[config.mk]
export PLATFORM = sky130hd
export DESIGN_NAME = alu
export DESIGN_NICKNAME = d
export VERILOG_FILES = /design/src/design/rv_pkg.sv /design/src/design/alu.sv
export SDC_FILE = /design/constraint.sdc
export NUM_CORES = 1
export LEC_CHECK = 0
export BUFFER_PORTS_ARGS = -buffer_cell sky130_fd_sc_hd__buf_2
export CAP_MARGIN = 20
export CORE_UTILIZATION = 50
export DETAILED_ROUTE_END_ITERATION = 8
export GPL_ROUTABILITY_DRIVEN = 0
export PLACE_DENSITY = 0.71
export RECOVER_POWER = 50
export SKIP_LAST_GASP = 1
export SYNTH_ARGS = -nofsm -noshare
export SYNTH_HDL_FRONTEND = slang
export SYNTH_SLANG_ARGS = --single-unit
[constraint.sdc]
create_clock -name vclk -period 4.9
set_input_delay 0.245 -clock vclk [all_inputs]
set_output_delay 0.245 -clock vclk [all_outputs]
set_load 0.02 [all_outputs]
[src/design/rv_pkg.sv]
package rv_pkg;

  localparam int XLEN       = 32;
  localparam int NUM_REGS   = 32;
  localparam int IMEM_WORDS = 64;

  typedef logic [XLEN-1:0]               word_t;
  typedef logic [$clog2(NUM_REGS)-1:0]   reg_idx_t;
  typedef logic [$clog2(IMEM_WORDS)-1:0] imem_addr_t;

  // major opcodes kept by this core
  typedef enum logic [6:0] {
    OP_LUI     = 7'b0110111,
    OP_REG_IMM = 7'b0010011,
    OP_REG_REG = 7'b0110011,
    OP_BRANCH  = 7'b1100011,
    OP_ENVIRON = 7'b1110011
  } opcode_e;

  typedef enum logic [3:0] {
    ALU_ADD, ALU_SUB, ALU_SLL, ALU_SLT, ALU_SLTU, ALU_XOR,
    ALU_SRL, ALU_SRA, ALU_OR, ALU_AND, ALU_LUI
  } alu_op_e;

  typedef enum logic [1:0] {
    RUN_IDLE,
    RUN_ACTIVE,
    RUN_HALTED
  } run_state_e;

  typedef struct packed {
    reg_idx_t   rs1;
    reg_idx_t   rs2;
    reg_idx_t   rd;
    word_t      imm;         // I-imm sign extended, U-imm for lui
    logic       use_imm;
    alu_op_e    alu_op;
    logic       rd_we;
    logic       is_branch;
    logic [2:0] funct3;      // branch condition
    word_t      br_off;
    logic       is_halt;
    logic       is_illegal;
  } decoded_t;

  typedef struct packed {
    logic       valid;
    imem_addr_t addr;
    word_t      data;
  } prog_wr_t;

  typedef struct packed {
    word_t    pc;
    logic     rd_we;
    reg_idx_t rd;
    word_t    wdata;
  } retire_t;

endpackage

[src/design/alu.sv]
`timescale 1ns/1ps

module alu (
  input  rv_pkg::decoded_t dec,
  input  rv_pkg::word_t    rs1_data,
  input  rv_pkg::word_t    rs2_data,
  output rv_pkg::word_t    wdata
);

  rv_pkg::word_t op_b;
  logic [4:0]    shamt;

  assign op_b  = dec.use_imm ? dec.imm : rs2_data;
  assign shamt = op_b[4:0];   // only the low five bits shift

  always_comb begin
    case (dec.alu_op)
      rv_pkg::ALU_ADD:  wdata = rs1_data + op_b;
      rv_pkg::ALU_SUB:  wdata = rs1_data - op_b;
      rv_pkg::ALU_SLL:  wdata = rs1_data << shamt;
      rv_pkg::ALU_SLT:  wdata = {31'd0, $signed(rs1_data) < $signed(op_b)};
      rv_pkg::ALU_SLTU: wdata = {31'd0, rs1_data < op_b};
      rv_pkg::ALU_XOR:  wdata = rs1_data ^ op_b;
      rv_pkg::ALU_SRL:  wdata = rs1_data >> shamt;
      rv_pkg::ALU_SRA:  wdata = $unsigned($signed(rs1_data) >>> shamt);
      rv_pkg::ALU_OR:   wdata = rs1_data | op_b;
      rv_pkg::ALU_AND:  wdata = rs1_data & op_b;
      rv_pkg::ALU_LUI:  wdata = op_b;     // upper immediate passes through
      default:          wdata = '0;
    endcase
  end

endmodule

==> summary.txt <==
Run status
  • Result of the run: complete, but fails checks
  • Failing checks: design-rule violations

Timing
  • Max transition margin: 23.0%
  • Setup tns final: 0 ps
  • Post-route fraction of the period consumed by the critical path: 93.4%
  • Max-slew violations: 0
  • Post-route worst setup slack: 324 ps
  • RSZ-0062 raised after global routing: no
  • Final Critical Period: 4580 ps
  • Top achievable clock speed: 219 MHz
  • Transition at the pin with the smallest max-transition slack: 1150 ps
  • Final number of hold-violating endpoints: 0
  • Number of setup violations in the final report: 0
  • Worst hold slack after final layout: 1030 ps

Finish
  • Post-synthesis to final-layout area growth: 7.96%
  • Count of inserted antenna diode cells: 0
  • Filler-free cell count of the finished design: 1796
  • Commonest cells after routing, fill and taps aside: 175 x nor2_1, 162 x nand2_1, 149 x a21oi_1
  • Most common cell after layout, fill and taps aside: nor2_1
  • Count of fill cells added during filler insertion: 1897
  • Register area: 0 um2
  • Clkbuf count: 0
  • Fraction of final layout cells with drive strength greater than 1: 13.6%
  • FF+latch count: 0
  • Count of nets after finishing: 1821
  • Cell area after layout: 10300 um2
  • Multi-input logic area: 8750 um2

Yosys
  • Cell type with the highest aggregate area in the netlist: ha_1
  • Area share of and/or/nand/nor cells after synthesis: 22.6%
  • Synthesized netlist cell count: 1513
  • Post-Syn Area: 9570 um2
  • Ys Warns: 0
  • Top cell type's share of synthesized area: 13.1%
  • Parity-gate share of the synthesized area counting xor and xnor cells: 0.366%
  • Share of synthesized area spent on multiplexers: 16.4%
  • Synth Area in Adders: 13.5%
  • Sequential-to-total area share from yosys stat: 0%
  • Post-synth net total: 1770
  • Yosys cell types: 83
  • Main combinational cell family by area after synthesis: compound AO/OA/AOI/OAI gates
  • Compound-gate portion of the synthesized area: 38.0%
  • Post-Synthesis Mean Instance Area: 6.33 um2
  • Leading post-synthesis cells by cell area: ha_1 13%, mux2i_1 13%, a21oi_1 7.8%

Global route
  • Initial antenna violation count: 1
  • Aggregate global routing overflow: 0
  • Wire length of the first global-routing pass: 63200 um
  • Via count of the first global-routing pass: 11200
  • GR Util All Layers: 40.6%
  • Largest net degree at the start of global routing: 66

Placed design
  • Number of port buffers: 133
  • Post-placement setup slack: 355 ps
  • Placed Instances: 1796
  • Hpwl dp: 31500 um
  • Area post-placement: 10300 um2

Power and ir drop
  • Leak: 4.70 nW
  • Pwr per Cell Area: 150 nW/um2
  • Maximum VDD drop: 0.0887 mV

Routing
  • Wire length per cell: 23.1 um
  • Final ANT Viol Nets: 0
  • First-pass iteration count of the detailed router: 9
  • Vias after detailed routing: 12700
  • Final wirelength: 41500 um
  • Residual DRC: 2
  • First-iteration detailed-routing DRC count: 2058
  • Via density per instance: 7.06

Critical path
  • Critical Path End Type: output pin
  • Peak per-stage delay on the critical path: 560 ps
  • Number of buffers and inverters on the critical path: 4
  • Endpoint required time on the critical path: 4660 ps
  • Start-to-end type of the worst setup path: primary input to output pin
  • Delay-heaviest family, CP: compound AO/OA/AOI/OAI gates
  • Crit path arrival time: 4330 ps
  • Worst-path cell chain: buf_2 > buf_12 > mux2i_1 > ha_1 > inv_1 > o31ai_1 > nor3_1 > a21oi_2 > a41o_4 > a2111oi_0 > o21ai_0 > nor3b_1 > a211oi_1 > or4_1 > buf_2
  • Cell seen most often among critical-path stages: buf_2
  • Type of element launching the critical path: primary input
  • Critical path's slowest cell: or4_1
  • Biggest fanout along the worst timing path: 33

Floorplanning
  • Floorplan Core Area: 18700 um2
  • Number of top-level pins: 187
  • Cell row count: 50
  • Die X-Extent: 140 um
  • Initial Utilization: 51.2%
  • Floorplan die area: 19700 um2
  • Die Span Y: 140 um

Hold path
  • Class of the tightest hold or removal check: primary input to output pin

Flow run
  • Count of max-cap constraint violations: 0
[synthesized netlist by cell type (all sizes together) (32+ instances only)]
cell type and count:
mux2i 126, nand3 38, a21oi 151, o211ai 38
buf 48, inv 102, o21ai 112, ha 100
clkbuf 68, nor2 176, o22ai 42, nor3 32
nand2 162
[layer usage]
metal	global-route usage, %	part of all wire (%)	up-vias
li1	-	-	5687
met1	53.3	38	5739
met2	59.4	40	1038
met3	13.1	16	215
met4	19.4	6.2	2
met5	0	0.031	-
[repair_timing]
action / in CTS / in global routing
hold buffers: 0 / 0
gates resized for setup: 0 / 1
endpoints found under the setup margin: 0 / 1
setup buffers: 0 / 0
[area by class of cell]
| type | count | share of cell area [%] |
|---|---|---|
| Multi-Input combinational cell | 1294 | 84.6 |
| Timing Repair Buffer | 165 | 8.78 |
| Inverter | 103 | 3.74 |
| Tap cell | 234 | 2.83 |
[final timing paths]
path	startpoint	end	slack [ps]	cells after the start
max	dec[43]	wdata[28]	320	15
min	dec[39]	wdata[0]	1030	4
[per-stage QoR]
step           utilization [%]  power, mW
5_1_grt                   55.2       1.65
4_1_cts                   55.3       1.49
2_1_floorplan                -       1.05
6_report                  55.2       1.55
3_5_place_dp              55.3       1.48
3_3_place_gp              55.3       1.46
[where the power goes]
| part | switching, mW | internal, mW | leakage [nW] |
|---|---|---|---|
| Clock | 0 | 0 | 0 |
| Combinational | 1.03 | 0.525 | 4.70 |
| Sequential | 0 | 0 | 0 |
| Total | 1.03 | 0.525 | 4.70 |
[logic make-up (layout without fill, tap and decap cells)]
family / Yosys count / count (layout)
buf+inv: 219 / 268
fa+ha+maj: 102 / 102
compound gates: 553 / 553
mux: 143 / 143
xor+xnor: 4 / 4
simple gates: 492 / 492
Power figures use the tool's default switching activity.
