[config.mk]
export PLATFORM = sky130hd
export DESIGN_NAME = instr_mem
export DESIGN_NICKNAME = d
export VERILOG_FILES = /design/src/design/rv_pkg.sv /design/src/design/instr_mem.sv
export SDC_FILE = /design/constraint.sdc
export NUM_CORES = 2
export LEC_CHECK = 0
export BUFFER_PORTS_ARGS = -buffer_cell sky130_fd_sc_hd__buf_2
export CORE_ASPECT_RATIO = 1.75
export CORE_MARGIN = 2
export CORE_UTILIZATION = 45
export CTS_BUF_LIST = sky130_fd_sc_hd__clkbuf_4 sky130_fd_sc_hd__clkbuf_8 sky130_fd_sc_hd__clkbuf_16
export DETAILED_ROUTE_END_ITERATION = 8
export PLACE_DENSITY = 0.68
export REMOVE_ABC_BUFFERS = 1
export SYNTH_ARGS = -nofsm -noshare
export SYNTH_HDL_FRONTEND = slang
export SYNTH_SLANG_ARGS = --single-unit
[constraint.sdc]
create_clock -name clk -period 3.8 [get_ports clk]
set_input_delay 0.57 -clock clk [delete_from_list [all_inputs] [get_ports clk]]
set_output_delay 0.57 -clock clk [all_outputs]
set_load 0.005 [all_outputs]
[src/design/rv_pkg.sv]
package rv_pkg;

  localparam int XLEN       = 32;
  localparam int NUM_REGS   = 32;
  localparam int IMEM_WORDS = 64;

  typedef logic [XLEN-1:0]               word_t;
  typedef logic [$clog2(NUM_REGS)-1:0]   reg_idx_t;
  typedef logic [$clog2(IMEM_WORDS)-1:0] imem_addr_t;

  // major opcodes kept by this core
  typedef enum logic [6:0] {
    OP_LUI     = 7'b0110111,
    OP_REG_IMM = 7'b0010011,
    OP_REG_REG = 7'b0110011,
    OP_BRANCH  = 7'b1100011,
    OP_ENVIRON = 7'b1110011
  } opcode_e;

  typedef enum logic [3:0] {
    ALU_ADD, ALU_SUB, ALU_SLL, ALU_SLT, ALU_SLTU, ALU_XOR,
    ALU_SRL, ALU_SRA, ALU_OR, ALU_AND, ALU_LUI
  } alu_op_e;

  typedef enum logic [1:0] {
    RUN_IDLE,
    RUN_ACTIVE,
    RUN_HALTED
  } run_state_e;

  typedef struct packed {
    reg_idx_t   rs1;
    reg_idx_t   rs2;
    reg_idx_t   rd;
    word_t      imm;         // I-imm sign extended, U-imm for lui
    logic       use_imm;
    alu_op_e    alu_op;
    logic       rd_we;
    logic       is_branch;
    logic [2:0] funct3;      // branch condition
    word_t      br_off;
    logic       is_halt;
    logic       is_illegal;
  } decoded_t;

  typedef struct packed {
    logic       valid;
    imem_addr_t addr;
    word_t      data;
  } prog_wr_t;

  typedef struct packed {
    word_t    pc;
    logic     rd_we;
    reg_idx_t rd;
    word_t    wdata;
  } retire_t;

endpackage

[src/design/instr_mem.sv]
`timescale 1ns/1ps

module instr_mem (
  input  logic             clk,
  input  rv_pkg::prog_wr_t mem_wr,
  input  rv_pkg::word_t    pc,
  output rv_pkg::word_t    insn
);

  rv_pkg::word_t      mem [rv_pkg::IMEM_WORDS];
  rv_pkg::imem_addr_t rd_addr;

  assign rd_addr = pc[7:2]; // word index, byte offset dropped
  assign insn    = mem[rd_addr];

  // program load port, only open while the core is not running
  always_ff @(posedge clk) begin
    if (mem_wr.valid) begin
      mem[mem_wr.addr] <= mem_wr.data;
    end
  end

  // fetch must stay word aligned
  a_pc_aligned: assert property (@(posedge clk) pc[1:0] == 2'b00)
    else $error("instr_mem: misaligned pc %h", pc);

endmodule

==> results.sh <==
export IMPL_crit_path_end_kind="output pin"
export IMPL_cp_common_cell="mux4_2"
export IMPL_io_buffers=77
export IMPL_worst_slew_pin_slew_ns=1.259
export IMPL_grt_max_degree=65
export IMPL_antenna_found_initial=19
export IMPL_start_util=0.4518
export IMPL_synthArstFlopShare=0
export IMPL_coreArea_sq_mm=0.1724
export IMPL_synth_edff_count=2048
export IMPL_vias_per_cell=6.085
export IMPL_syn2layout_area_growth_pct=14.01
export IMPL_path_cells="mux4_2, mux4_2, o22ai_1, nor2_1, buf_2"
export IMPL_rsz0062_at_grt="no"
export IMPL_wl_mm=196.2
export IMPL_grtUsageTotal=0.2222
export IMPL_cts_root_buf="clkbuf_16"
export IMPL_crit_buf_inv=1
export IMPL_peakVddDrop_mv=0.3634
export IMPL_synth_seq_cells=2048
export IMPL_clk_path_buf_depth=4
export IMPL_die_w_um=318.5
export IMPL_synth_area_sq_mm=0.07787
export IMPL_grt_pass1_vias=37813
export IMPL_yosys_warnings=0
export IMPL_routabilityCongestion=0.8715
export IMPL_largest_reg_flops=2048
export IMPL_power_density_mw_per_mm2=504.5
export IMPL_avgSynthCellArea_sq_um=23.66
export IMPL_die_h_um=554.3
export IMPL_slew_headroom=0.1606
export IMPL_cts_buffers=174
export IMPL_max_freq_mhz=267.2
export IMPL_reg_largest_list="mem: 2048 flops"
export IMPL_synth_top_area_frac=0.7897
export IMPL_critical_path_max_stage_delay_ns=0.62
export IMPL_cp_data_arrival_time_ns=3.17
export IMPL_min_path_type="input pin to flip-flop"
export IMPL_hold_viol=0
export IMPL_fin_util=0.5151
export IMPL_worstPathRequired_ns=3.23
export IMPL_h_tree_depth=4
export IMPL_overflow=0
export IMPL_start_kind="flip-flop"
export IMPL_grt_pass1_wl_mm=275.9
export IMPL_fin_crit_ns=3.743
export IMPL_netlist_top_cells_count="2048 x edfxtp_1, 544 x mux4_2, 137 x nor2_1"
export IMPL_drive_gt1_frac=0.3260
export IMPL_rows=202
export IMPL_fin_tns_setup_ns=0
export IMPL_vias=36568
export IMPL_setup_slack_ns=0.05711
export IMPL_slew_viol_final=0
export IMPL_yosysSeqAreaShare=0.7897
export IMPL_cts_sinks=2048
export IMPL_critical_path_class="flip-flop to output pin"
export IMPL_yosys_area_top_type="edfxtp_1"
export IMPL_multiInputGateArea_sq_mm=0.01599
export IMPL_synth_area_top_cells="edfxtp_1 79%, mux4_2 16%, mux2i_1 1.2%, o22ai_1 0.67%, nor2_1 0.66%"
export IMPL_cts_hold_fix_buffers=0
export IMPL_firstDrtPassIters=5
export IMPL_ant_nets=0
export IMPL_syn_inst=3292
export IMPL_seq_area_sq_mm=0.06150
export IMPL_fin_nets=3708
export IMPL_regMostFlops="mem"
export IMPL_die_area_sq_mm=0.1765
export IMPL_pre_cts_ws_ns=-0.1473
export IMPL_synth_ff_type="edfxtp_1"
export IMPL_power_leakage_nw=27.66
export IMPL_clk_pin_slew_ns=0.07
export IMPL_synth_most_common_cell="edfxtp_1"
export IMPL_wire_per_inst_um=32.64
export IMPL_yosys_cell_types_count=33
export IMPL_drc_errors=0
export IMPL_cp_max_fo=1
export IMPL_period_share=0.9850
export IMPL_cts_tree="done"
export IMPL_critPathSlowestCell="mux4_2"
export IMPL_drt_iter0_drc=3726
export IMPL_setup_viol=0
export IMPL_path_delay_family="multiplexers"
export IMPL_hpwl_mm=117.9
export IMPL_status="complete, no violations"
export IMPL_io_pins=104
export IMPL_n_fill_cell=13197
export IMPL_drv_cap=0
-- path summary, 6_finish.rpt --
kind                  start               endpoint  slack, ns  cells past startpoint
min              mem_wr[14]  mem[51][14]$_DFFE_PP_       0.30                      1
max   mem[15][18]$_DFFE_PP_               insn[18]       0.06                      5
-- routing by layer --
layer | GRT usage | up-vias | wire length [um]
met2 | 0.3991 | 1654 | 104500
met4 | 0.1283 | 14 | 12470
met5 | 0 | - | 102
met3 | 0.03296 | 403 | 13640
met1 | 0.2521 | 19701 | 65510
li1 | - | 14796 | -
-- layout make-up --
type | instances | area share
flip-flops and latches | 2048 | 0.6927
multi-input cells | 1062 | 0.1801
clock buffers | 213 | 0.05293
repair buffers | 350 | 0.03512
well taps | 2244 | 0.03162
clock inverters | 88 | 0.007483
diodes | 5 | 0.0001409
-- cells by family (layout without fill, tap and decap cells) --
family | Yosys count | after routing | share of synthesized area
flip-flops | 2048 | 2048 | 0.7897
multiplexers | 637 | 637 | 0.1693
AND/OR/NAND/NOR | 223 | 223 | 0.01276
AO/OA/AOI/OAI | 202 | 202 | 0.01687
buffers and inverters | 182 | 651 | 0.01138
other | 0 | 5 | 0
-- through the flow --
step	instances	power [mW]	hold slack [ns]	instance area, sq um
after floorplan	3110	26.47	0.6689	76990
after global placement	5704	28.13	1.095	83390
after detailed placement	5704	28.18	1.119	83390
after CTS	6005	45.07	0.2694	88770
after global routing	6007	45.89	0.3031	88780
final	6010	44.79	0.3047	88790
-- power by group --
| group | switching (mW) | total, mW | leakage (nW) | internal (mW) |
|---|---|---|---|---|
| registers | 0.0325 | 25.0 | 18.4 | 25.0 |
| clock network | 7.66 | 17.1 | 2.69 | 9.46 |
| logic | 1.63 | 2.64 | 6.55 | 1.01 |
| total | 9.32 | 44.8 | 27.7 | 35.5 |
-- cell usage in the layout, fill, tap and decap left out, types with 10 or more instances in the layout --
cell type / count
o22ai_1: 83
o221ai_1: 27
buf_2: 73
nor2b_1: 15
a21oi_1: 59
edfxtp_1: 2048
nand2_1: 26
buf_4: 222
clkbuf_16: 177
clkinv_1: 42
mux2i_1: 92
bufinv_16: 10
nor2_1: 75
clkbuf_4: 36
nor2_4: 62
a22oi_1: 12
buf_12: 52
clkinv_2: 28
mux4_2: 544
-- what timing repair did --
item / in CTS / in global routing
buffers inserted: 0 / 0
pin swaps: 0 / 0
gates resized for setup: 3 / 2
setup endpoints to repair: 2 / 2
Note: power is estimated with default switching activity, not from simulation.
