File: config.mk
export PLATFORM = sky130hd
export DESIGN_NAME = reg_file
export DESIGN_NICKNAME = d
export VERILOG_FILES = /design/src/design/rv_pkg.sv /design/src/design/reg_file.sv
export SDC_FILE = /design/constraint.sdc
export NUM_CORES = 2
export LEC_CHECK = 0
export ABC_CLOCK_PERIOD_IN_PS = 2700
export BUFFER_PORTS_ARGS = -buffer_cell sky130_fd_sc_hd__buf_2
export CAP_MARGIN = 20
export CORE_AREA = 2 2 307 309
export CTS_BUF_LIST = sky130_fd_sc_hd__clkbuf_2
export DETAILED_ROUTE_END_ITERATION = 10
export DIE_AREA = 0 0 309 311
export PLACE_DENSITY = 0.88
export SLEW_MARGIN = 20
export SYNTH_ARGS = -nofsm -noshare
export SYNTH_HDL_FRONTEND = slang
export SYNTH_SLANG_ARGS = --single-unit
File: constraint.sdc
create_clock -name clk -period 2.7 [get_ports clk]
set_input_delay 0.54 -clock clk [delete_from_list [all_inputs] [get_ports clk]]
set_output_delay 0.54 -clock clk [all_outputs]
set_load 0.02 [all_outputs]
File: src/design/rv_pkg.sv
package rv_pkg;

  localparam int XLEN       = 32;
  localparam int NUM_REGS   = 32;
  localparam int IMEM_WORDS = 64;

  typedef logic [XLEN-1:0]               word_t;
  typedef logic [$clog2(NUM_REGS)-1:0]   reg_idx_t;
  typedef logic [$clog2(IMEM_WORDS)-1:0] imem_addr_t;

  // major opcodes kept by this core
  typedef enum logic [6:0] {
    OP_LUI     = 7'b0110111,
    OP_REG_IMM = 7'b0010011,
    OP_REG_REG = 7'b0110011,
    OP_BRANCH  = 7'b1100011,
    OP_ENVIRON = 7'b1110011
  } opcode_e;

  typedef enum logic [3:0] {
    ALU_ADD, ALU_SUB, ALU_SLL, ALU_SLT, ALU_SLTU, ALU_XOR,
    ALU_SRL, ALU_SRA, ALU_OR, ALU_AND, ALU_LUI
  } alu_op_e;

  typedef enum logic [1:0] {
    RUN_IDLE,
    RUN_ACTIVE,
    RUN_HALTED
  } run_state_e;

  typedef struct packed {
    reg_idx_t   rs1;
    reg_idx_t   rs2;
    reg_idx_t   rd;
    word_t      imm;         // I-imm sign extended, U-imm for lui
    logic       use_imm;
    alu_op_e    alu_op;
    logic       rd_we;
    logic       is_branch;
    logic [2:0] funct3;      // branch condition
    word_t      br_off;
    logic       is_halt;
    logic       is_illegal;
  } decoded_t;

  typedef struct packed {
    logic       valid;
    imem_addr_t addr;
    word_t      data;
  } prog_wr_t;

  typedef struct packed {
    word_t    pc;
    logic     rd_we;
    reg_idx_t rd;
    word_t    wdata;
  } retire_t;

endpackage

File: src/design/reg_file.sv
`timescale 1ns/1ps

module reg_file (
  input  logic             clk,
  input  logic             rst,
  input  logic             we,
  input  rv_pkg::reg_idx_t rd,
  input  rv_pkg::word_t    wdata,
  input  rv_pkg::reg_idx_t rs1,
  input  rv_pkg::reg_idx_t rs2,
  output rv_pkg::word_t    rs1_data,
  output rv_pkg::word_t    rs2_data
);

  rv_pkg::word_t regs [rv_pkg::NUM_REGS];

  // x0 reads as zero whatever the array holds
  assign rs1_data = (rs1 == '0) ? '0 : regs[rs1];
  assign rs2_data = (rs2 == '0) ? '0 : regs[rs2];

  always_ff @(posedge clk) begin
    if (rst) begin
      for (int i = 0; i < rv_pkg::NUM_REGS; i++) begin
        regs[i] <= '0;
      end
    end else if (we && rd != '0) begin
      regs[rd] <= wdata;
    end
  end

endmodule

==> summary.md <==
| Metric | Value |
|---|---|
| Sink Count | between 1000 and 1500 |
| Slew margin rel. | 0.0849 |
| Largest cells by area after synthesis | edfxtp_1 (57%), mux4_2 (20%), and2_1 (11%) |
| Syn Area/Cell | 15.5 sq um |
| Die W | 309 um |
| Setup CP Type | reg -> out |
| Min-Delay Endpoint | regs[17][22]$_SDFFCE_PN0P_ |
| Layout area overhead | 20.1% |
| Crit path max-delay family | compound AO/OA/AOI/OAI gates |
| Critical path's slowest cell | mux4_2 |
| Synthesis-stage register bit count | 1024 |
| Final setup fails | 64 |
| Largest net degree at the start of global routing | 64 |
| CP max FO | 2 |
| Ys flop type | edfxtp_1 |
| Sw Pwr | between 0.01 and 0.015 W |
| Vias/cell | 7.25 |
| Biggest regs | regs x1024 |
| Critical Path End Type | output pin |
| Max FFs per register | around 1000 |
| Fraction of registers with async set/reset | 0 |
| Failing checks | setup timing |
| Via count | 39806 |
| Cell Rows | 112 |
| Starting density of the core | 0.585 |
| Vias in the first global route | ~41000 |
| Cell leakage power | ~24 nW |
| Seq pwr share | 0.532 |
| Sw Share | 0.301 |
| Iter 0 DRT Violations | about 7700 |
| Synth top cells by count | edfxtp_1 (1024), and2_1 (995), mux4_2 (472) |
| YS warnings | 0 |
| Max-Cap Viols | 0 |
| Comb pwr share | 0.178 |
| Core box area | 92800 sq um |
| P_int | 0.0248 W |
| Root Driver | clkbuf_2 |
| Design Area, Final | 65100 sq um |
| Critical Path AT | 3.77 ns |
| Worst Hold Launch | wdata[22] |
| Setup ws final | -1.61 ns |
| Pwr dens | 546 nW/um^2 |
| Post-route DRC | 0 |
| Period utilization | 1.60 |
| Routed len/inst | 34.5 um |
| Fin. Hold Viols | 0 |
| Crit path time final | about 4.3 ns |
| CP Cell Sequence | mux4_2 -> a22o_1 -> a2111oi_4 -> buf_4 -> nor3_4 -> buf_6 |
| Global-route wire length before repair | 269 mm |
| Area share of the largest cell type after synthesis | 0.567 |
| Post-route ant nets | 0 |
| Hpwl dp | 115 mm |
| Htree depth | 4 |
| Hold Crit Class | in -> reg |
| F_max | around 0.23 GHz |
| Top reg by flops | regs |
| Chip height | roughly 310 um |
| Initial antenna violation count | 9 |
| Hold Crit Depth | 3 |
| Die ar. | 96100 sq um |
| Total CTS buffers | about 240 |
| CTS tree | done |
| Grt total ovfl | 0 |
| Fin util | 0.702 |
| Synth Instances | 3502 |
| CP bufs+invs | 2 |
| Post-synth EDFFs | 1024 |
| Clk buf depth | 3 |
| Cell Area, Placed | 60200 sq um |
| RSZ-0062 raised after global routing | yes |
| Worst slew pin tran | 1.37 ns |
| Fin nets | 4072 |
| Routability Congestion | 0.988 |
| Synth cell types | 42 |
| Buffers on Ports | 113 |
| Mapped cell area | 54200 sq um |
| Drt pass-1 iters | 7 |
| Peak supply drop | 422 uV |
| # IOs | between 100 and 150 |
| Global router's overall resource usage | 0.394 |
| Clock Power Share | 0.290 |
| Clock transition at path regs | 0.13 ns |
| Synth area leader | edfxtp_1 |
| Final Max Tran Viols | 0 |
| WP data required | about 2.2 ns |
| Most frequent cell after synthesis | edfxtp_1 |
| Layout cells sized above 1 | 0.407 |
| Post-synthesis sequential area ratio | 0.567 |
| Max stage delay on crit path | between 0.5 and 0.6 ns |
| Status | complete, but fails checks |
| Final wirelength | 189 mm |
| Startpoint Class | flip-flop |
==> layout make-up <==
cell class	count	area, sq um
Inverter	2	7.51
Timing Repair Buffer	638	6490
Sequential cell	1024	30700
Multi-Input combinational cell	2120	24100
Fill cell	5404	27700
Tap cell	1254	1570
Antenna cell	17	42.5
Clock inverter	100	484
Clock buffer	334	1670
==> power groups by stage <==
stage / logic (W) / clock network, W / registers [W]
floorplan: 0.00319 / 0 / 0.0189
global placement: 0.00517 / 0 / 0.0191
detailed placement: 0.00530 / 0 / 0.0192
CTS: 0.00595 / 0.0101 / 0.0188
global route: 0.00642 / 0.0109 / 0.0189
finish: 0.00634 / 0.0103 / 0.0189
==> cell families after synthesis <==
logic type,count (synthesis),share of synthesized area
AND/OR/NAND/NOR,1177,0.133
flip-flops,1024,0.567
multiplexers,652,0.230
buffers and inverters,389,0.0331
AO/OA/AOI/OAI,259,0.0365
other,1,0.0000691
==> placed cells by master, fill, tap and decap left out, types with 17 or more instances in the layout <==
cell	instances
a2111oi_4	50
a22o_1	27
a22o_4	24
and2_1	994
buf_12	114
buf_2	46
buf_4	362
buf_6	66
clkbuf_2	334
clkinv_1	77
conb_1	32
diode_2	17
dlygate4sd3_1	47
edfxtp_1	1024
mux2_2	28
mux2i_1	149
mux4_2	472
nor2_2	32
nor3_4	44
o22ai_1	78
o22ai_2	17
or2_2	33
==> per-stage QoR <==
| stage | hold slack [ns] | TNS (ns) | total power, W | std cells | setup slack [ns] |
|---|---|---|---|---|---|
| CTS | 0.0432 | -84.51 | 0.0348 | 5450 | -1.54 |
| finish | 0.0128 | -90.23 | 0.0356 | 5489 | -1.61 |
| detailed placement | 1.12 | -30.32 | 0.0245 | 4949 | -0.592 |
| floorplan | 0.738 | -1.20 | 0.0221 | 3533 | -0.122 |
| global route | 0.0818 | -87.39 | 0.0363 | 5480 | -1.56 |
| global placement | 1.11 | -28.08 | 0.0242 | 4949 | -0.548 |
==> layer usage <==
metal,track usage,routed length [um]
met1,0.472,56300
met2,0.578,83600
met3,0.151,32500
met4,0.290,16600
met5,0.0121,233
==> repair_timing <==
action,in CTS,in global routing
setup buffers,31,24
hold buffers,47,0
gates resized for setup,298,38
pin swaps,136,32
endpoints found under the setup margin,64,64
endpoints found under the hold margin,1172,0
==> worst max-delay path by stage <==
| stage | start | end | slack [ns] | cells after the start |
|---|---|---|---|---|
| 4_1_cts | regs[18][7]$_SDFFCE_PN0P_ | rs1_data[7] | -1.54 | 6 |
| 3_5_place_dp | rs2[0] | rs2_data[19] | -0.59 | 8 |
| 6_report | regs[8][19]$_SDFFCE_PN0P_ | rs2_data[19] | -1.61 | 6 |
| 3_3_place_gp | rs1[1] | rs1_data[29] | -0.55 | 10 |
| 2_1_floorplan | rs2[0] | rs2_data[30] | -0.12 | 6 |
| 5_1_grt | regs[30][20]$_SDFFCE_PN0P_ | rs1_data[20] | -1.56 | 6 |
No activity file was read; power rests on OpenSTA's default activity.
