[src/design/rv_pkg.sv]
package rv_pkg;

  localparam int XLEN       = 32;
  localparam int NUM_REGS   = 32;
  localparam int IMEM_WORDS = 64;

  typedef logic [XLEN-1:0]               word_t;
  typedef logic [$clog2(NUM_REGS)-1:0]   reg_idx_t;
  typedef logic [$clog2(IMEM_WORDS)-1:0] imem_addr_t;

  // major opcodes kept by this core
  typedef enum logic [6:0] {
    OP_LUI     = 7'b0110111,
    OP_REG_IMM = 7'b0010011,
    OP_REG_REG = 7'b0110011,
    OP_BRANCH  = 7'b1100011,
    OP_ENVIRON = 7'b1110011
  } opcode_e;

  typedef enum logic [3:0] {
    ALU_ADD, ALU_SUB, ALU_SLL, ALU_SLT, ALU_SLTU, ALU_XOR,
    ALU_SRL, ALU_SRA, ALU_OR, ALU_AND, ALU_LUI
  } alu_op_e;

  typedef enum logic [1:0] {
    RUN_IDLE,
    RUN_ACTIVE,
    RUN_HALTED
  } run_state_e;

  typedef struct packed {
    reg_idx_t   rs1;
    reg_idx_t   rs2;
    reg_idx_t   rd;
    word_t      imm;         // I-imm sign extended, U-imm for lui
    logic       use_imm;
    alu_op_e    alu_op;
    logic       rd_we;
    logic       is_branch;
    logic [2:0] funct3;      // branch condition
    word_t      br_off;
    logic       is_halt;
    logic       is_illegal;
  } decoded_t;

  typedef struct packed {
    logic       valid;
    imem_addr_t addr;
    word_t      data;
  } prog_wr_t;

  typedef struct packed {
    word_t    pc;
    logic     rd_we;
    reg_idx_t rd;
    word_t    wdata;
  } retire_t;

endpackage

[src/design/run_ctrl.sv]
`timescale 1ns/1ps

module run_ctrl (
  input  logic             clk,
  input  logic             rst,
  input  logic             start,
  input  rv_pkg::prog_wr_t prog,
  input  logic             is_halt,
  input  logic             is_illegal,
  output rv_pkg::prog_wr_t mem_wr,
  output logic             exec,
  output logic             pc_clear,
  output logic             done,
  output logic             illegal
);

  rv_pkg::run_state_e state;
  logic               stop;

  assign exec     = (state == rv_pkg::RUN_ACTIVE);
  assign pc_clear = start && !exec;        // start ignored mid-run
  assign stop     = exec && (is_halt || is_illegal);

  // program writes blocked during a run
  always_comb begin
    mem_wr       = prog;
    mem_wr.valid = prog.valid && !exec;
  end

  always_ff @(posedge clk) begin
    if (rst) begin
      state   <= rv_pkg::RUN_IDLE;
      done    <= 1'b0;
      illegal <= 1'b0;
    end else begin
      done <= stop;
      if (pc_clear) begin
        state   <= rv_pkg::RUN_ACTIVE;
        illegal <= 1'b0;
      end else if (stop) begin
        state   <= rv_pkg::RUN_HALTED;
        illegal <= is_illegal; // held until the next start
      end
    end
  end

  a_done_single: assert property (@(posedge clk) disable iff (rst) done |=> !done)
    else $error("run_ctrl: done high for two cycles");

  a_no_load_in_run: assert property (@(posedge clk) disable iff (rst)
    !(mem_wr.valid && exec))
    else $error("run_ctrl: program write during run");

endmodule

[config.mk]
export PLATFORM = sky130hd
export DESIGN_NAME = run_ctrl
export DESIGN_NICKNAME = d
export VERILOG_FILES = /design/src/design/rv_pkg.sv /design/src/design/run_ctrl.sv
export SDC_FILE = /design/constraint.sdc
export NUM_CORES = 1
export LEC_CHECK = 0
export ABC_CLOCK_PERIOD_IN_PS = 810
export BUFFER_PORTS_ARGS = -buffer_cell sky130_fd_sc_hd__clkbuf_2
export CORE_MARGIN = 2
export CORE_UTILIZATION = 23
export CTS_BUF_LIST = sky130_fd_sc_hd__clkbuf_16
export CTS_CLUSTER_DIAMETER = 40
export DETAILED_ROUTE_END_ITERATION = 7
export PLACE_DENSITY = 0.76
export SYNTH_ARGS = -nofsm -noshare
export SYNTH_HDL_FRONTEND = slang
export SYNTH_SLANG_ARGS = --single-unit
[constraint.sdc]
create_clock -name clk -period 0.81 [get_ports clk]
set_input_delay 0.081 -clock clk [delete_from_list [all_inputs] [get_ports clk]]
set_output_delay 0.081 -clock clk [all_outputs]
set_load 0.01 [all_outputs]
==> results.md <==
* Outcome: finished with violations
* Violated checks: setup timing
* Horizontal die dimension at 49.0 um
* Startpoint Class: flip-flop
* Pre-CTS worst setup slack at -0.129 ns
* Share of final-layout standard cells stronger than drive strength 1 at 65.6%
* Max Transition Viols Final at 0
* Cell count after placement at 55
* VDD IR max at about 1400 uV
* Global-route wire length before repair at 979 um
* Met3 wirelength from detailed routing at 163 um
* Crit Reg-Reg Endpoint: illegal$_SDFFE_PP0P_
* Met2 wire length at 266 um
* Maximum clock insertion buffer count at 2
* WL per Instance at about 12 um
* Syn Std Cell Area at 465 um^2
* Setup slack after layout at -0.321 ns
* Hold Crit Start: rst
* First-iteration detailed-routing DRC count at 1
* Category of cells accounting for the largest share of critical-path delay: simple AND/OR/NAND/NOR gates
* TritonCTS clock tree: done
* Number of register bits inferred by synthesis at 4
* Fraction of synthesized cell area taken by the top area cell type at 61.3%
* Number of synthesis warnings at 0
* Non-Filler Cell Area, Final at 359 um^2
* Vias in the first global route at 205
* Synth Net Count at 100
* NumNets Final at between 70 and 80
* Final-layout worst hold slack at around 0.095 ns
* Time the final worst path needs with I/O delays and setup at 1.13 ns
* Antenna violations before repair at 0
* Clock Root Buffer: clkbuf_16
* Clock buffer count from CTS at 3
* Drt via density at 3.75
* Gate count of the mapped netlist at 56
* DRC errors left at 0
* Max-capacitance violation count at 0
* Final estimated routing congestion in global placement at 0.542
* Final core utilization at 18.5%
* Most area-hungry cell type in the Yosys netlist: buf_4
* Final-report setup violation count at 6
* Number of stages on the worst hold path at 2
* Layout Area Growth over Synthesis at -22.8%
* Number of nets with antenna violations after routing at 0
* Final count of hold timing violations at 0
* Data arrival at the endpoint of the critical path at 1.05 ns
* Transition at the pin with the smallest max-transition slack at 0.218 ns
* Filler instances at about 220
* Routed metal-1 wire length at around 170 um
* Final wirelength at 679 um
* Maximum level of the CTS H-tree at 1
* Critical Path RT at 0.73 ns
* Clk Latency, worst-skew pair at approximately 0.22 ns
* Total GRT Usage at 5.60%
* Mean cell area of the mapped netlist at 8.31 um^2
* Area after detailed placement at 265 um^2
* Post-synth cell types at 14
* Number of clock sinks at 4
* Worst clock skew on the final layout at 0.00228 ns
* Worst slew slack as a fraction of its limit at 85.3%
* Total number of vias at 221
* Starting Density at 24.0%
* Post-synthesis sequential area ratio at 17.2%
* Floorplan die height at 49.0 um
* Class of the most critical setup path: reg -> out
* Number of placement rows at 16
* Number of cells traversed by the worst register-to-register path at 4
* Count of buffering cells on the critical path with inverters included at 1
* Achievable Freq at 884 MHz
* Clock transition at the register clock pins on the worst setup and hold paths after CTS at 0.03 ns
* Router iterations before antenna repair at 4
* R2r setup slk at -0.16 ns
* Leakage power figure at 0.162 nW
* Launch point of the worst reg-to-reg path: state[0]$_SDFFE_PP0P_
* Residual overflow from global routing at 0
* Highest metal layer with signal wires: met4
* Worst Hold Class: in -> reg
* Number of top-level pins at 87
* Largest net degree at the start of global routing at 6
* Endpoint of the worst hold path: done$_SDFF_PP0_
* Crit. End Element: primary output
* Cell type of the slowest stage on the worst timing path: dfxtp_2
* Number of antenna repair diodes at 0
* Core footprint at 1940 um^2
* Cell chain of the critical path: nor2b_4, and2b_2, buf_6
* Critical path fanouts, max at 4
* PwrDens at 3050 nW/um^2
* Layout Cells excl Fill at 59
* Buffers on Ports at 10
* Die outline area at 2400 um^2
* Period utilization at 140%
* Biggest area contributors in the synthesized netlist: buf_4 61%, dfxtp_1 17%, o41ai_2 3.5%
* Worst stage delay on the critical path at 0.31 ns
* Setup repair after global routing missed its margin: yes
-- worst max path at each step --
stage	from	end	slack (ns)	cells after the start
final	state[0]$_SDFFE_PP0P_	mem_wr[38]	-0.32	3
after floorplan	state[0]$_SDFFE_PP0P_	illegal$_SDFFE_PP0P_	-0.11	3
after global routing	state[0]$_SDFFE_PP0P_	mem_wr[38]	-0.36	3
after global placement	state[0]$_SDFFE_PP0P_	mem_wr[38]	-0.09	3
after CTS	state[0]$_SDFFE_PP0P_	mem_wr[38]	-0.33	3
after detailed placement	state[0]$_SDFFE_PP0P_	state[0]$_SDFFE_PP0P_	-0.13	3
-- layer usage --
layer / vias to the layer above / GRT usage [%]
met1: 89 / 3.35
li1: 87 / -
met5: - / 0
met2: 35 / 7.53
met3: 10 / 3.99
met4: 0 / 11.0
-- placed cells by master (no fill, tap or decap), types with 2 or more instances in the layout --
cell type,instances
dfxtp_1,3
nor2_1,3
clkbuf_16,3
buf_2,2
clkbuf_2,7
-- cell type report --
type                    count  area [um^2]  share of cell area, %
clock buffers               3         75.1                   20.9
multi-input cells          13          101                   28.2
well taps                  27         33.8                   9.41
inverters                   1         3.75                   1.05
flip-flops and latches      4         81.3                   22.6
repair buffers             11         63.8                   17.8
-- cell usage after synthesis, drive strengths merged --
cell type	count
buf	38
dfxtp	4
nor2	3
and2	2
nor2b	2
a21oi	1
and2b	1
inv	1
nand2b	1
nand3b	1
o21ai	1
o41ai	1
-- flip-flops by register name, summed over array words and instances (netlist names) --
name     cells
illegal      1
done         1
state        2
-- what timing repair did --
item	4_1_cts	5_1_grt
hold endpoints to repair	0	0
setup endpoints to repair	7	7
hold buffers	0	0
pin swaps	2	1
gates resized for setup	3	4
buffers inserted	1	0
-- logic make-up (layout without fill, tap and decap cells) --
logic type | after synthesis | after routing | share of synthesized area [%]
compound gates | 3 | 3 | 5.64
simple gates | 10 | 10 | 15.1
buf+inv | 39 | 15 | 62.1
flops | 4 | 4 | 17.2
-- metrics by stage --
step	power (W)	TNS (ns)
6_report	0.00110	-0.959
5_1_grt	0.00113	-1.29
4_1_cts	0.00111	-1.13
3_5_place_dp	0.000315	-0.430
3_3_place_gp	0.000311	-0.257
2_1_floorplan	0.000468	-0.254
-- power breakdown --
| group | switching, W | internal (W) |
|---|---|---|
| clock network | 0.000138 | 0.000631 |
| registers | 0.00000707 | 0.000213 |
| logic | 0.0000489 | 0.0000597 |
No activity file was read; power rests on OpenSTA's default activity.
