[src/design/rv_pkg.sv]
package rv_pkg;

  localparam int XLEN       = 32;
  localparam int NUM_REGS   = 32;
  localparam int IMEM_WORDS = 64;

  typedef logic [XLEN-1:0]               word_t;
  typedef logic [$clog2(NUM_REGS)-1:0]   reg_idx_t;
  typedef logic [$clog2(IMEM_WORDS)-1:0] imem_addr_t;

  // major opcodes kept by this core
  typedef enum logic [6:0] {
    OP_LUI     = 7'b0110111,
    OP_REG_IMM = 7'b0010011,
    OP_REG_REG = 7'b0110011,
    OP_BRANCH  = 7'b1100011,
    OP_ENVIRON = 7'b1110011
  } opcode_e;

  typedef enum logic [3:0] {
    ALU_ADD, ALU_SUB, ALU_SLL, ALU_SLT, ALU_SLTU, ALU_XOR,
    ALU_SRL, ALU_SRA, ALU_OR, ALU_AND, ALU_LUI
  } alu_op_e;

  typedef enum logic [1:0] {
    RUN_IDLE,
    RUN_ACTIVE,
    RUN_HALTED
  } run_state_e;

  typedef struct packed {
    reg_idx_t   rs1;
    reg_idx_t   rs2;
    reg_idx_t   rd;
    word_t      imm;         // I-imm sign extended, U-imm for lui
    logic       use_imm;
    alu_op_e    alu_op;
    logic       rd_we;
    logic       is_branch;
    logic [2:0] funct3;      // branch condition
    word_t      br_off;
    logic       is_halt;
    logic       is_illegal;
  } decoded_t;

  typedef struct packed {
    logic       valid;
    imem_addr_t addr;
    word_t      data;
  } prog_wr_t;

  typedef struct packed {
    word_t    pc;
    logic     rd_we;
    reg_idx_t rd;
    word_t    wdata;
  } retire_t;

endpackage

[src/design/fetch_unit.sv]
`timescale 1ns/1ps

module fetch_unit (
  input  logic             clk,
  input  logic             rst,
  input  logic             exec,
  input  logic             pc_clear,
  input  rv_pkg::decoded_t dec,
  input  rv_pkg::word_t    rs1_data,
  input  rv_pkg::word_t    rs2_data,
  output rv_pkg::word_t    pc
);

  logic          cond;
  logic          take_branch;
  rv_pkg::word_t pc_next;

  // branch condition selected by funct3
  always_comb begin
    case (dec.funct3)
      3'b000:  cond = (rs1_data == rs2_data);                    // beq
      3'b001:  cond = (rs1_data != rs2_data);                    // bne
      3'b100:  cond = ($signed(rs1_data) < $signed(rs2_data));   // blt
      3'b101:  cond = ($signed(rs1_data) >= $signed(rs2_data));  // bge
      3'b110:  cond = (rs1_data < rs2_data);                     // bltu
      3'b111:  cond = (rs1_data >= rs2_data);                    // bgeu
      default: cond = 1'b0;
    endcase
  end

  assign take_branch = dec.is_branch && cond;
  assign pc_next     = take_branch ? pc + dec.br_off : pc + 32'd4;

  always_ff @(posedge clk) begin
    if (rst) begin
      pc <= '0;
    end else if (pc_clear) begin
      pc <= '0;        // new run starts at address 0
    end else if (exec) begin
      pc <= pc_next;
    end
  end

endmodule

[config.mk]
export PLATFORM = sky130hd
export DESIGN_NAME = fetch_unit
export DESIGN_NICKNAME = d
export VERILOG_FILES = /design/src/design/rv_pkg.sv /design/src/design/fetch_unit.sv
export SDC_FILE = /design/constraint.sdc
export NUM_CORES = 1
export LEC_CHECK = 0
export ABC_AREA = 1
export BUFFER_PORTS_ARGS = -buffer_cell sky130_fd_sc_hd__buf_4
export CAP_MARGIN = 25
export CORE_MARGIN = 1.5
export CORE_UTILIZATION = 55
export CTS_CLUSTER_DIAMETER = 150
export DETAILED_ROUTE_END_ITERATION = 10
export HOLD_SLACK_MARGIN = 0.05
export PLACE_DENSITY = 0.95
export SLEW_MARGIN = 10
export SYNTH_ARGS = -nofsm -noshare
export SYNTH_HDL_FRONTEND = slang
export SYNTH_SLANG_ARGS = --single-unit
[constraint.sdc]
create_clock -name clk -period 5.8 [get_ports clk]
set_clock_uncertainty 0.15 [all_clocks]
set_input_delay 0.58 -clock clk [delete_from_list [all_inputs] [get_ports clk]]
set_output_delay 0.58 -clock clk [all_outputs]
set_load 0.01 [all_outputs]
==> results.py <==
metrics = {
    "run_status": {
        "status": "finished, final reports clean",
    },
    "timing": {
        "setup_violations": 0,
        "finalHoldViolCount": 0,
        "rsz0062_at_grt": "no",
        "tightestPinTransition_ns": 0.918,
        "post-route-period-util_pct": 52.2,
        "finalSetupTns_ns": 0,
        "slew_headroom_pct": 38.7,
        "whs_ns": 0.359,
        "postLayoutSetupSlackWorst_ns": 2.77,
        "max_freq_mhz": 330,
        "slew_violations": 0,
        "post-route-min-period_ns": 3.03,
    },
    "clock_network": {
        "insertion_delay_ns": 0.30,
        "cts_root_buf": "clkbuf_8",
        "post_cts_buffers": 0,
        "cts_sinks": 32,
        "htreeDepth": 2,
        "cts_hold_buffers": 0,
        "cts_max_path_buffers": 2,
        "cts_resized": 0,
        "cts_tree": "yes",
        "numCtsBuffers": 5,
        "clk_pin_slew_ns": 0.07,
    },
    "die": {
        "fp.coreArea_sq_um": 8680,
        "dieArea_sq_um": 9460,
        "dieHeight_um": 97.3,
        "rows": 34,
        "initial_utilization_pct": 56.3,
        "io_pins": 191,
        "die_width_um": 97.3,
    },
    "yosys": {
        "synth.area.mux_share_pct": 0,
        "syn_inst": 785,
        "synth-compound-area-share_pct": 14.5,
        "syn_avg_cell_area_sq_um": 6.22,
        "synth_nets": 1009,
        "async_flop_share_pct": 0,
        "synth_area_leader_cell": "ha_1",
        "synth_most_common_cell": "nand2_1",
        "ys_warn_count": 0,
        "synthAdderAreaFrac_pct": 16.8,
        "ys_top_cells_by_area": "ha_1, nand2_1, dfxtp_1",
        "netlist.area_leader.share_pct": 16.4,
        "ys_ff_latch": 32,
        "yosysSeqAreaShare_pct": 13.1,
        "synth_simple_gate_area_share_pct": 34.2,
        "synth_top_family_by_area": "simple AND/OR/NAND/NOR gates",
        "ys_types": 46,
        "synth_edf_count": 0,
        "netlist_area_sq_um": 4890,
        "synthXorXnorAreaFrac_pct": 9.86,
        "synthFlopType": "dfxtp_1",
        "synthTopCellsByCount": "nand2_1, inv_1, a21oi_1",
    },
    "critical_path": {
        "path_buf_inv": 2,
        "crit_type": "in2reg",
        "critPathRequiredTime_ns": 5.87,
        "crit_arrival_ns": 3.10,
        "start_kind": "input port",
        "cpMostUsedCell": "nand2_1",
        "crit_fanout": 34,
        "critPathMaxStageDelay_ns": 0.32,
        "crit_chain": "buf_4 -> ha_1 -> nand2_1 -> nor2_2 -> nand2_1 -> nor2_2 -> nand2_1 -> nand2_1 -> nand2_1 -> nand3_1 -> nand2_1 -> nand3_4 -> nand2_8 -> inv_4 -> o21ai_0 -> a21oi_1",
        "crit_family": "simple AND/OR/NAND/NOR gates",
        "slowest_stage": "ha_1",
        "end_kind": "flip-flop",
    },
    "power_and_ir_drop": {
        "switchingPower_mw": 0.294,
        "power_density_nw_per_um2": 130,
        "p_clk_share_pct": 28.7,
        "seqPwrFrac_pct": 30.5,
        "ir_worst_vdd_uv": 84.8,
        "total_power_mw": 0.789,
        "p_comb_share_pct": 40.8,
        "p_leak_nw": 3.25,
        "internal_power_mw": 0.495,
        "p_sw_share_pct": 37.2,
    },
    "final_layout": {
        "fin_nets": 1136,
        "top_register": "pc",
        "largest_register_ff_count": 32,
        "final_cells": 1021,
        "reg.largest.list": "pc (32)",
        "nFillCells": 775,
        "syn2layout_area_growth_pct": 23.9,
        "final_layout_size_suffix_gt1_share_pct": 19.1,
        "n_antenna_cell": 0,
    },
    "route": {
        "ant_nets": 0,
        "num_vias": 5685,
        "wire_per_inst_um": 14.2,
        "drc_errors": 0,
        "dr.first_iter.drc_count": 438,
        "wl_mm": 14.5,
        "firstDrtPassIters": 5,
        "routed_via_density": 5.57,
    },
    "placement": {
        "dp_hpwl_mm": 11.3,
        "finalWeightedCongestion": 0.973,
        "dp.cells": 1013,
        "port_buffers": 135,
        "pre_cts_ws_ns": 2.55,
    },
    "global_route": {
        "grt_pass1_wl_mm": 23.9,
        "grt_pass1_vias": 5380,
        "grt_usage_pct": 30.2,
        "grt_max_degree": 42,
        "grt_antenna_before_repair": 0,
        "grt_overflow": 0,
    },
    "job": {
        "drv_cap": 0,
    },
    "min_path": {
        "hp-class": "reg2reg",
    },
}
-- stage by stage --
step	area, sq um	util (%)
after floorplan	4890	-
after global placement	5940	68.5
after detailed placement	5940	68.5
after CTS	6050	69.7
after global routing	6050	69.7
final	6050	69.7
-- layout make-up --
cell class | instances | area (sq um) | share of cell area [%]
clock buffer | 6 | 72.6 | 1.20
clock inverter | 2 | 35.0 | 0.579
inverter | 125 | 472 | 7.79
multi-input combinational | 613 | 3680 | 60.9
sequential | 32 | 641 | 10.6
tap | 108 | 135 | 2.23
timing repair buffer | 135 | 1010 | 16.7
-- worst min-delay path: stages, from the launching register on --
cell and delay, ns:
dfxtp_1 0.32, o21ai_0 0.08, a21oi_1 0.06
-- cell usage in the layout (no fill, tap or decap), types with 2 or more instances in the layout --
master,n
dfxtp_1,32
nand3_4,2
a21oi_1,76
nor3_1,13
a31oi_1,2
o21bai_1,4
a21o_1,4
nand3_1,67
ha_1,64
xnor2_1,23
o21ai_0,34
nor2_2,11
inv_1,122
nand4_1,14
nor2_4,4
nand2_2,4
xor2_1,32
o211ai_1,2
nand2_1,178
nor2_1,57
buf_4,135
clkbuf_8,5
o21a_1,3
nor4_1,4
-- logic make-up (layout without fill, tap and decap cells) --
logic type               after synthesis  in the layout
AO/OA/AOI/OAI                        131            131
XOR/XNOR                              55             55
flip-flops                            32             32
AND/OR/NAND/NOR                      362            362
adder cells (fa/ha/maj)               65             65
buffers and inverters                140            268
-- power groups by stage --
stage / sequential [mW] / clock, mW / combinational [mW]
2_1_floorplan: 0.245 / 0 / 0.203
3_3_place_gp: 0.245 / 0 / 0.307
3_5_place_dp: 0.245 / 0 / 0.316
4_1_cts: 0.240 / 0.228 / 0.318
5_1_grt: 0.242 / 0.238 / 0.361
6_report: 0.241 / 0.226 / 0.322
-- worst paths after layout --
kind | from | slack (ns) | endpoint | cells past startpoint
worst max register to register | pc[11] | 3.09 | pc[28] | 11
worst min register to register | pc[0] | 0.36 | pc[0] | 2
worst max-delay path | rs1_data[31] | 2.77 | pc[28] | 16
worst min-delay path | pc[0] | 0.36 | pc[0] | 2
-- routing by layer --
metal / GRT usage [%] / vias to the layer above / routed length [um]
li1: - / 2819 / -
met1: 40.4 / 2540 / 6190
met2: 50.6 / 293 / 6690
met3: 4.24 / 33 / 1260
met4: 8.79 / 0 / 319
met5: 0 / - / 0
Note: power is estimated with default switching activity, not from simulation.
