### config.mk
export PLATFORM = sky130hd
export DESIGN_NAME = insn_decode
export DESIGN_NICKNAME = d
export VERILOG_FILES = /design/src/design/rv_pkg.sv /design/src/design/insn_decode.sv
export SDC_FILE = /design/constraint.sdc
export NUM_CORES = 1
export LEC_CHECK = 0
export BUFFER_PORTS_ARGS = -buffer_cell sky130_fd_sc_hd__buf_2
export CAP_MARGIN = 20
export CORE_AREA = 2 2 54 56
export DETAILED_ROUTE_END_ITERATION = 8
export DIE_AREA = 0 0 56 58
export GPL_ROUTABILITY_DRIVEN = 0
export PLACE_DENSITY_LB_ADDON = 0.25
export SLEW_MARGIN = 20
export SYNTH_ARGS = -nofsm -noshare
export SYNTH_HDL_FRONTEND = slang
export SYNTH_SLANG_ARGS = --single-unit
### constraint.sdc
create_clock -name vclk -period 5.1
set_clock_uncertainty 0.15 [all_clocks]
set_input_delay 0.765 -clock vclk [all_inputs]
set_output_delay 0.765 -clock vclk [all_outputs]
set_load 0.01 [all_outputs]
### src/design/rv_pkg.sv
package rv_pkg;

  localparam int XLEN       = 32;
  localparam int NUM_REGS   = 32;
  localparam int IMEM_WORDS = 64;

  typedef logic [XLEN-1:0]               word_t;
  typedef logic [$clog2(NUM_REGS)-1:0]   reg_idx_t;
  typedef logic [$clog2(IMEM_WORDS)-1:0] imem_addr_t;

  // major opcodes kept by this core
  typedef enum logic [6:0] {
    OP_LUI     = 7'b0110111,
    OP_REG_IMM = 7'b0010011,
    OP_REG_REG = 7'b0110011,
    OP_BRANCH  = 7'b1100011,
    OP_ENVIRON = 7'b1110011
  } opcode_e;

  typedef enum logic [3:0] {
    ALU_ADD, ALU_SUB, ALU_SLL, ALU_SLT, ALU_SLTU, ALU_XOR,
    ALU_SRL, ALU_SRA, ALU_OR, ALU_AND, ALU_LUI
  } alu_op_e;

  typedef enum logic [1:0] {
    RUN_IDLE,
    RUN_ACTIVE,
    RUN_HALTED
  } run_state_e;

  typedef struct packed {
    reg_idx_t   rs1;
    reg_idx_t   rs2;
    reg_idx_t   rd;
    word_t      imm;         // I-imm sign extended, U-imm for lui
    logic       use_imm;
    alu_op_e    alu_op;
    logic       rd_we;
    logic       is_branch;
    logic [2:0] funct3;      // branch condition
    word_t      br_off;
    logic       is_halt;
    logic       is_illegal;
  } decoded_t;

  typedef struct packed {
    logic       valid;
    imem_addr_t addr;
    word_t      data;
  } prog_wr_t;

  typedef struct packed {
    word_t    pc;
    logic     rd_we;
    reg_idx_t rd;
    word_t    wdata;
  } retire_t;

endpackage

### src/design/insn_decode.sv
`timescale 1ns/1ps

module insn_decode (
  input  rv_pkg::word_t    insn,
  output rv_pkg::decoded_t dec
);

  logic [6:0] funct7;
  logic       f7_ok;   // funct7 is 0 or 0x20

  assign funct7 = insn[31:25];
  assign f7_ok  = (funct7 == 7'h00) || (funct7 == 7'h20);

  always_comb begin
    dec            = '0;
    dec.rs1        = insn[19:15];
    dec.rs2        = insn[24:20];
    dec.rd         = insn[11:7];
    dec.funct3     = insn[14:12];
    dec.imm        = {{20{insn[31]}}, insn[31:20]};
    dec.br_off     = {{19{insn[31]}}, insn[31], insn[7], insn[30:25], insn[11:8], 1'b0};
    dec.alu_op     = rv_pkg::ALU_ADD;

    case (insn[6:0])
      rv_pkg::OP_LUI: begin
        dec.imm     = {insn[31:12], 12'b0};
        dec.use_imm = 1'b1;
        dec.alu_op  = rv_pkg::ALU_LUI;
        dec.rd_we   = 1'b1;
      end
      rv_pkg::OP_REG_IMM: begin
        dec.use_imm = 1'b1;
        dec.rd_we   = 1'b1;
        case (insn[14:12])
          3'b000: dec.alu_op = rv_pkg::ALU_ADD;
          3'b010: dec.alu_op = rv_pkg::ALU_SLT;
          3'b011: dec.alu_op = rv_pkg::ALU_SLTU;
          3'b100: dec.alu_op = rv_pkg::ALU_XOR;
          3'b110: dec.alu_op = rv_pkg::ALU_OR;
          3'b111: dec.alu_op = rv_pkg::ALU_AND;
          3'b001: begin
            dec.alu_op     = rv_pkg::ALU_SLL;
            dec.is_illegal = (funct7 != 7'h00);
          end
          default: begin // 3'b101, srli or srai
            dec.alu_op     = insn[30] ? rv_pkg::ALU_SRA : rv_pkg::ALU_SRL;
            dec.is_illegal = !f7_ok;
          end
        endcase
      end
      rv_pkg::OP_REG_REG: begin
        dec.rd_we      = 1'b1;
        dec.is_illegal = !f7_ok;
        case (insn[14:12])
          3'b000:  dec.alu_op = insn[30] ? rv_pkg::ALU_SUB : rv_pkg::ALU_ADD;
          3'b001:  dec.alu_op = rv_pkg::ALU_SLL;
          3'b010:  dec.alu_op = rv_pkg::ALU_SLT;
          3'b011:  dec.alu_op = rv_pkg::ALU_SLTU;
          3'b100:  dec.alu_op = rv_pkg::ALU_XOR;
          3'b101:  dec.alu_op = insn[30] ? rv_pkg::ALU_SRA : rv_pkg::ALU_SRL;
          3'b110:  dec.alu_op = rv_pkg::ALU_OR;
          default: dec.alu_op = rv_pkg::ALU_AND;
        endcase
      end
      rv_pkg::OP_BRANCH: begin
        dec.is_branch  = 1'b1;
        dec.is_illegal = (insn[14:13] == 2'b01); // funct3 2 and 3 are reserved
      end
      rv_pkg::OP_ENVIRON: begin
        // only a plain ecall is accepted
        dec.is_halt    = (insn[31:7] == 25'd0);
        dec.is_illegal = (insn[31:7] != 25'd0);
      end
      default: dec.is_illegal = 1'b1;
    endcase

    // nothing reaches the register file for these, x0 included
    if (dec.is_illegal || dec.is_halt || dec.is_branch || dec.rd == '0) begin
      dec.rd_we = 1'b0;
    end
  end

endmodule

==> reports/results.tsv <==
stage	metric	value	unit
detailed_routing	via count	1052	
synthesis	cell area after synthesis	931	sq um
run	Max-Cap Viols	0	
worst_hold_path	Hold Path End	dec[80]	
die	FP Rows	19	
critical_path	Worst Path Required	4.18	ns
timing	final worst slack	1.99	ns
global_routing	initial antenna violation count	0	
layout	CLK BUF	0	
placement	Placement Cell Area	1190	sq um
synthesis	Yosys top cell area share	41.1	%
cts	Post-CTS Setup Repair Bufs	0	
timing	fmax	321	MHz
layout	seq_cells	0	
synthesis	Post-Syn Nets	166	
die	Die H	58	um
timing	Pins Over Slew Limit	0	
timing	ratio of final minimum period to clock period	61.0	%
status	status	completed	
synthesis	Synth area leader	buf_4	
die	Total Die Area	3250	sq um
layout	# diodes	0	
global_routing	number of global-route vias before repair	812	
placement	Detailed Place HPWL	2.15	mm
critical_path	Critical Path, Cell by Cell	buf_2 -> or4_1 -> nor2_1 -> nor4b_1 -> and3_1 -> buf_2	
cts	PostCTS Resize Cnt	0	
critical_path	Critical Path Source Type	input pin	
layout	Area Overhead vs Synth	27.8	%
die	Die X-Extent	56	um
detailed_routing	Iteration-0 DRC Markers	30	
synthesis	Syn Inst Count	134	
synthesis	top cells by area, synth	buf_4 (41%), a21o_1 (15%), nor2b_1 (10%)	
layout	layout cells sized above 1	65.0	%
power	pwr dens	83.6	nW/um^2
synthesis	most frequent cells after synthesis	buf_4 (51), a21o_1 (19), nor2b_1 (15)	
worst_hold_path	Hold Crit Depth	2	
placement	port bufs	122	
global_routing	GRT Overall Usage	13.4	%
critical_path	CP max FO	3	
detailed_routing	WL/cell	11.2	um
worst_hold_path	Hold Path Class	in2out	
timing	Final setup viols	0	
placement	Setup Slack @ Placement	1.94	ns
detailed_routing	Vias/cell	4.55	
layout	Nets	234	
critical_path	WP buf/inv	2	
critical_path	max incr delay on CP	0.51	ns
critical_path	Slowest cell on crit path	or4_1	
synthesis	count leader, synth	buf_4	
die	Core ar.	2660	sq um
global_routing	grt ovf	0	
synthesis	syn avg cell area	6.95	sq um
synthesis	Synth cell types	31	
critical_path	crit-path leading delay family	simple AND/OR/NAND/NOR gates	
timing	min Tclk post-route	3.11	ns
layout	final core utilization	44.7	%
cts	Post-CTS Hold Fix Bufs	0	
power	clock power share	0	%
power	VDD IR-drop max	0.0437	mV
power	Psw	0.0000549	W
worst_hold_path	hold_sp	insn[11]	
detailed_routing	post-route ant nets	0	
layout	Reg area	0	sq um
timing	unrepaired setup endpoints after global routing	no	
synthesis	synth warn	0	
global_routing	pin count of the biggest net entering global routing	34	
power	internal power	0.0000445	W
synthesis	Seq/Total Area, Yosys	0	%
power	Pleak	0.779	nW
layout	Finished Cell Area	1190	sq um
timing	setup TNS	0	ns
critical_path	WP data arrival	2.20	ns
power	Combinational Power Share	100.0	%
global_routing	first-pass GRT wire length	3.77	mm
timing	final hold violation count	0	
critical_path	Most Frequent Cell on Critical Path	buf_2	
detailed_routing	drt total wl	2.59	mm
critical_path	Setup crit end kind	primary output	
power	Seq pwr share	0	%
die	effective utilization at floorplan	35.0	%
power	Net Sw Frac	55.2	%
die	Ports	123	
detailed_routing	DRC errors left	0	
detailed_routing	drt pass-1 iters	4	
critical_path	CP Class	in2out	
-- metrics by stage --
stage	total power, W	hold WS, ns	instances
floorplan	0.0000733	1.43	134
global placement	0.000101	1.58	231
detailed placement	0.000101	1.59	231
CTS	0.000101	1.59	231
global route	0.000109	1.59	231
finish	0.0000995	1.59	231
-- layout make-up --
cell class | count | area (sq um)
fill | 324 | 1470
timing repair buffer | 124 | 626
tap | 31 | 38.8
multi-input combinational | 76 | 526
-- logic make-up (layout without fill, tap and decap cells) --
logic type / after synthesis / after routing / share of synthesized area (%)
other cells: 1 / 1 / 0.403
simple gates: 43 / 43 / 29.4
mux: 1 / 1 / 1.21
compound gates: 31 / 31 / 24.7
buf+inv: 58 / 124 / 44.2
-- placed cells by master, fill, tap and decap left out, drive strengths merged, types with 2 or more instances in the layout --
cell    netlist  layout
nor3          2       2
nor4          5       5
o21ai         4       4
buf          53     124
o21bai        2       2
nor2b        15      15
or4           2       2
nand3b        2       2
nand2         4       4
a21o         19      19
nor2          5       5
a21oi         2       2
-- layer usage --
layer	share of wire, %	wire (um)	vias to the layer above	GRT usage [%]
met1	39	1020	450	16.9
met4	0	0	0	0.680
met5	0	0	-	0
li1	-	-	541	-
met3	10	272	0	0.670
met2	50	1300	61	26.4
-- how the worst max path moves through the flow --
stage / start / endpoint / cells past startpoint
detailed placement: insn[7] / dec[1] / 6
floorplan: insn[7] / dec[1] / 4
global route: insn[7] / dec[0] / 6
global placement: insn[7] / dec[1] / 6
CTS: insn[7] / dec[1] / 6
finish: insn[7] / dec[1] / 6
-- power groups by stage --
| stage | Clock [W] | Combinational, W | Sequential, W |
|---|---|---|---|
| after global placement | 0 | 0.000101 | 0 |
| after global routing | 0 | 0.000109 | 0 |
| after CTS | 0 | 0.000101 | 0 |
| after detailed placement | 0 | 0.000101 | 0 |
| after floorplan | 0 | 0.0000733 | 0 |
| final | 0 | 0.0000995 | 0 |
Power figures use the tool's default switching activity.
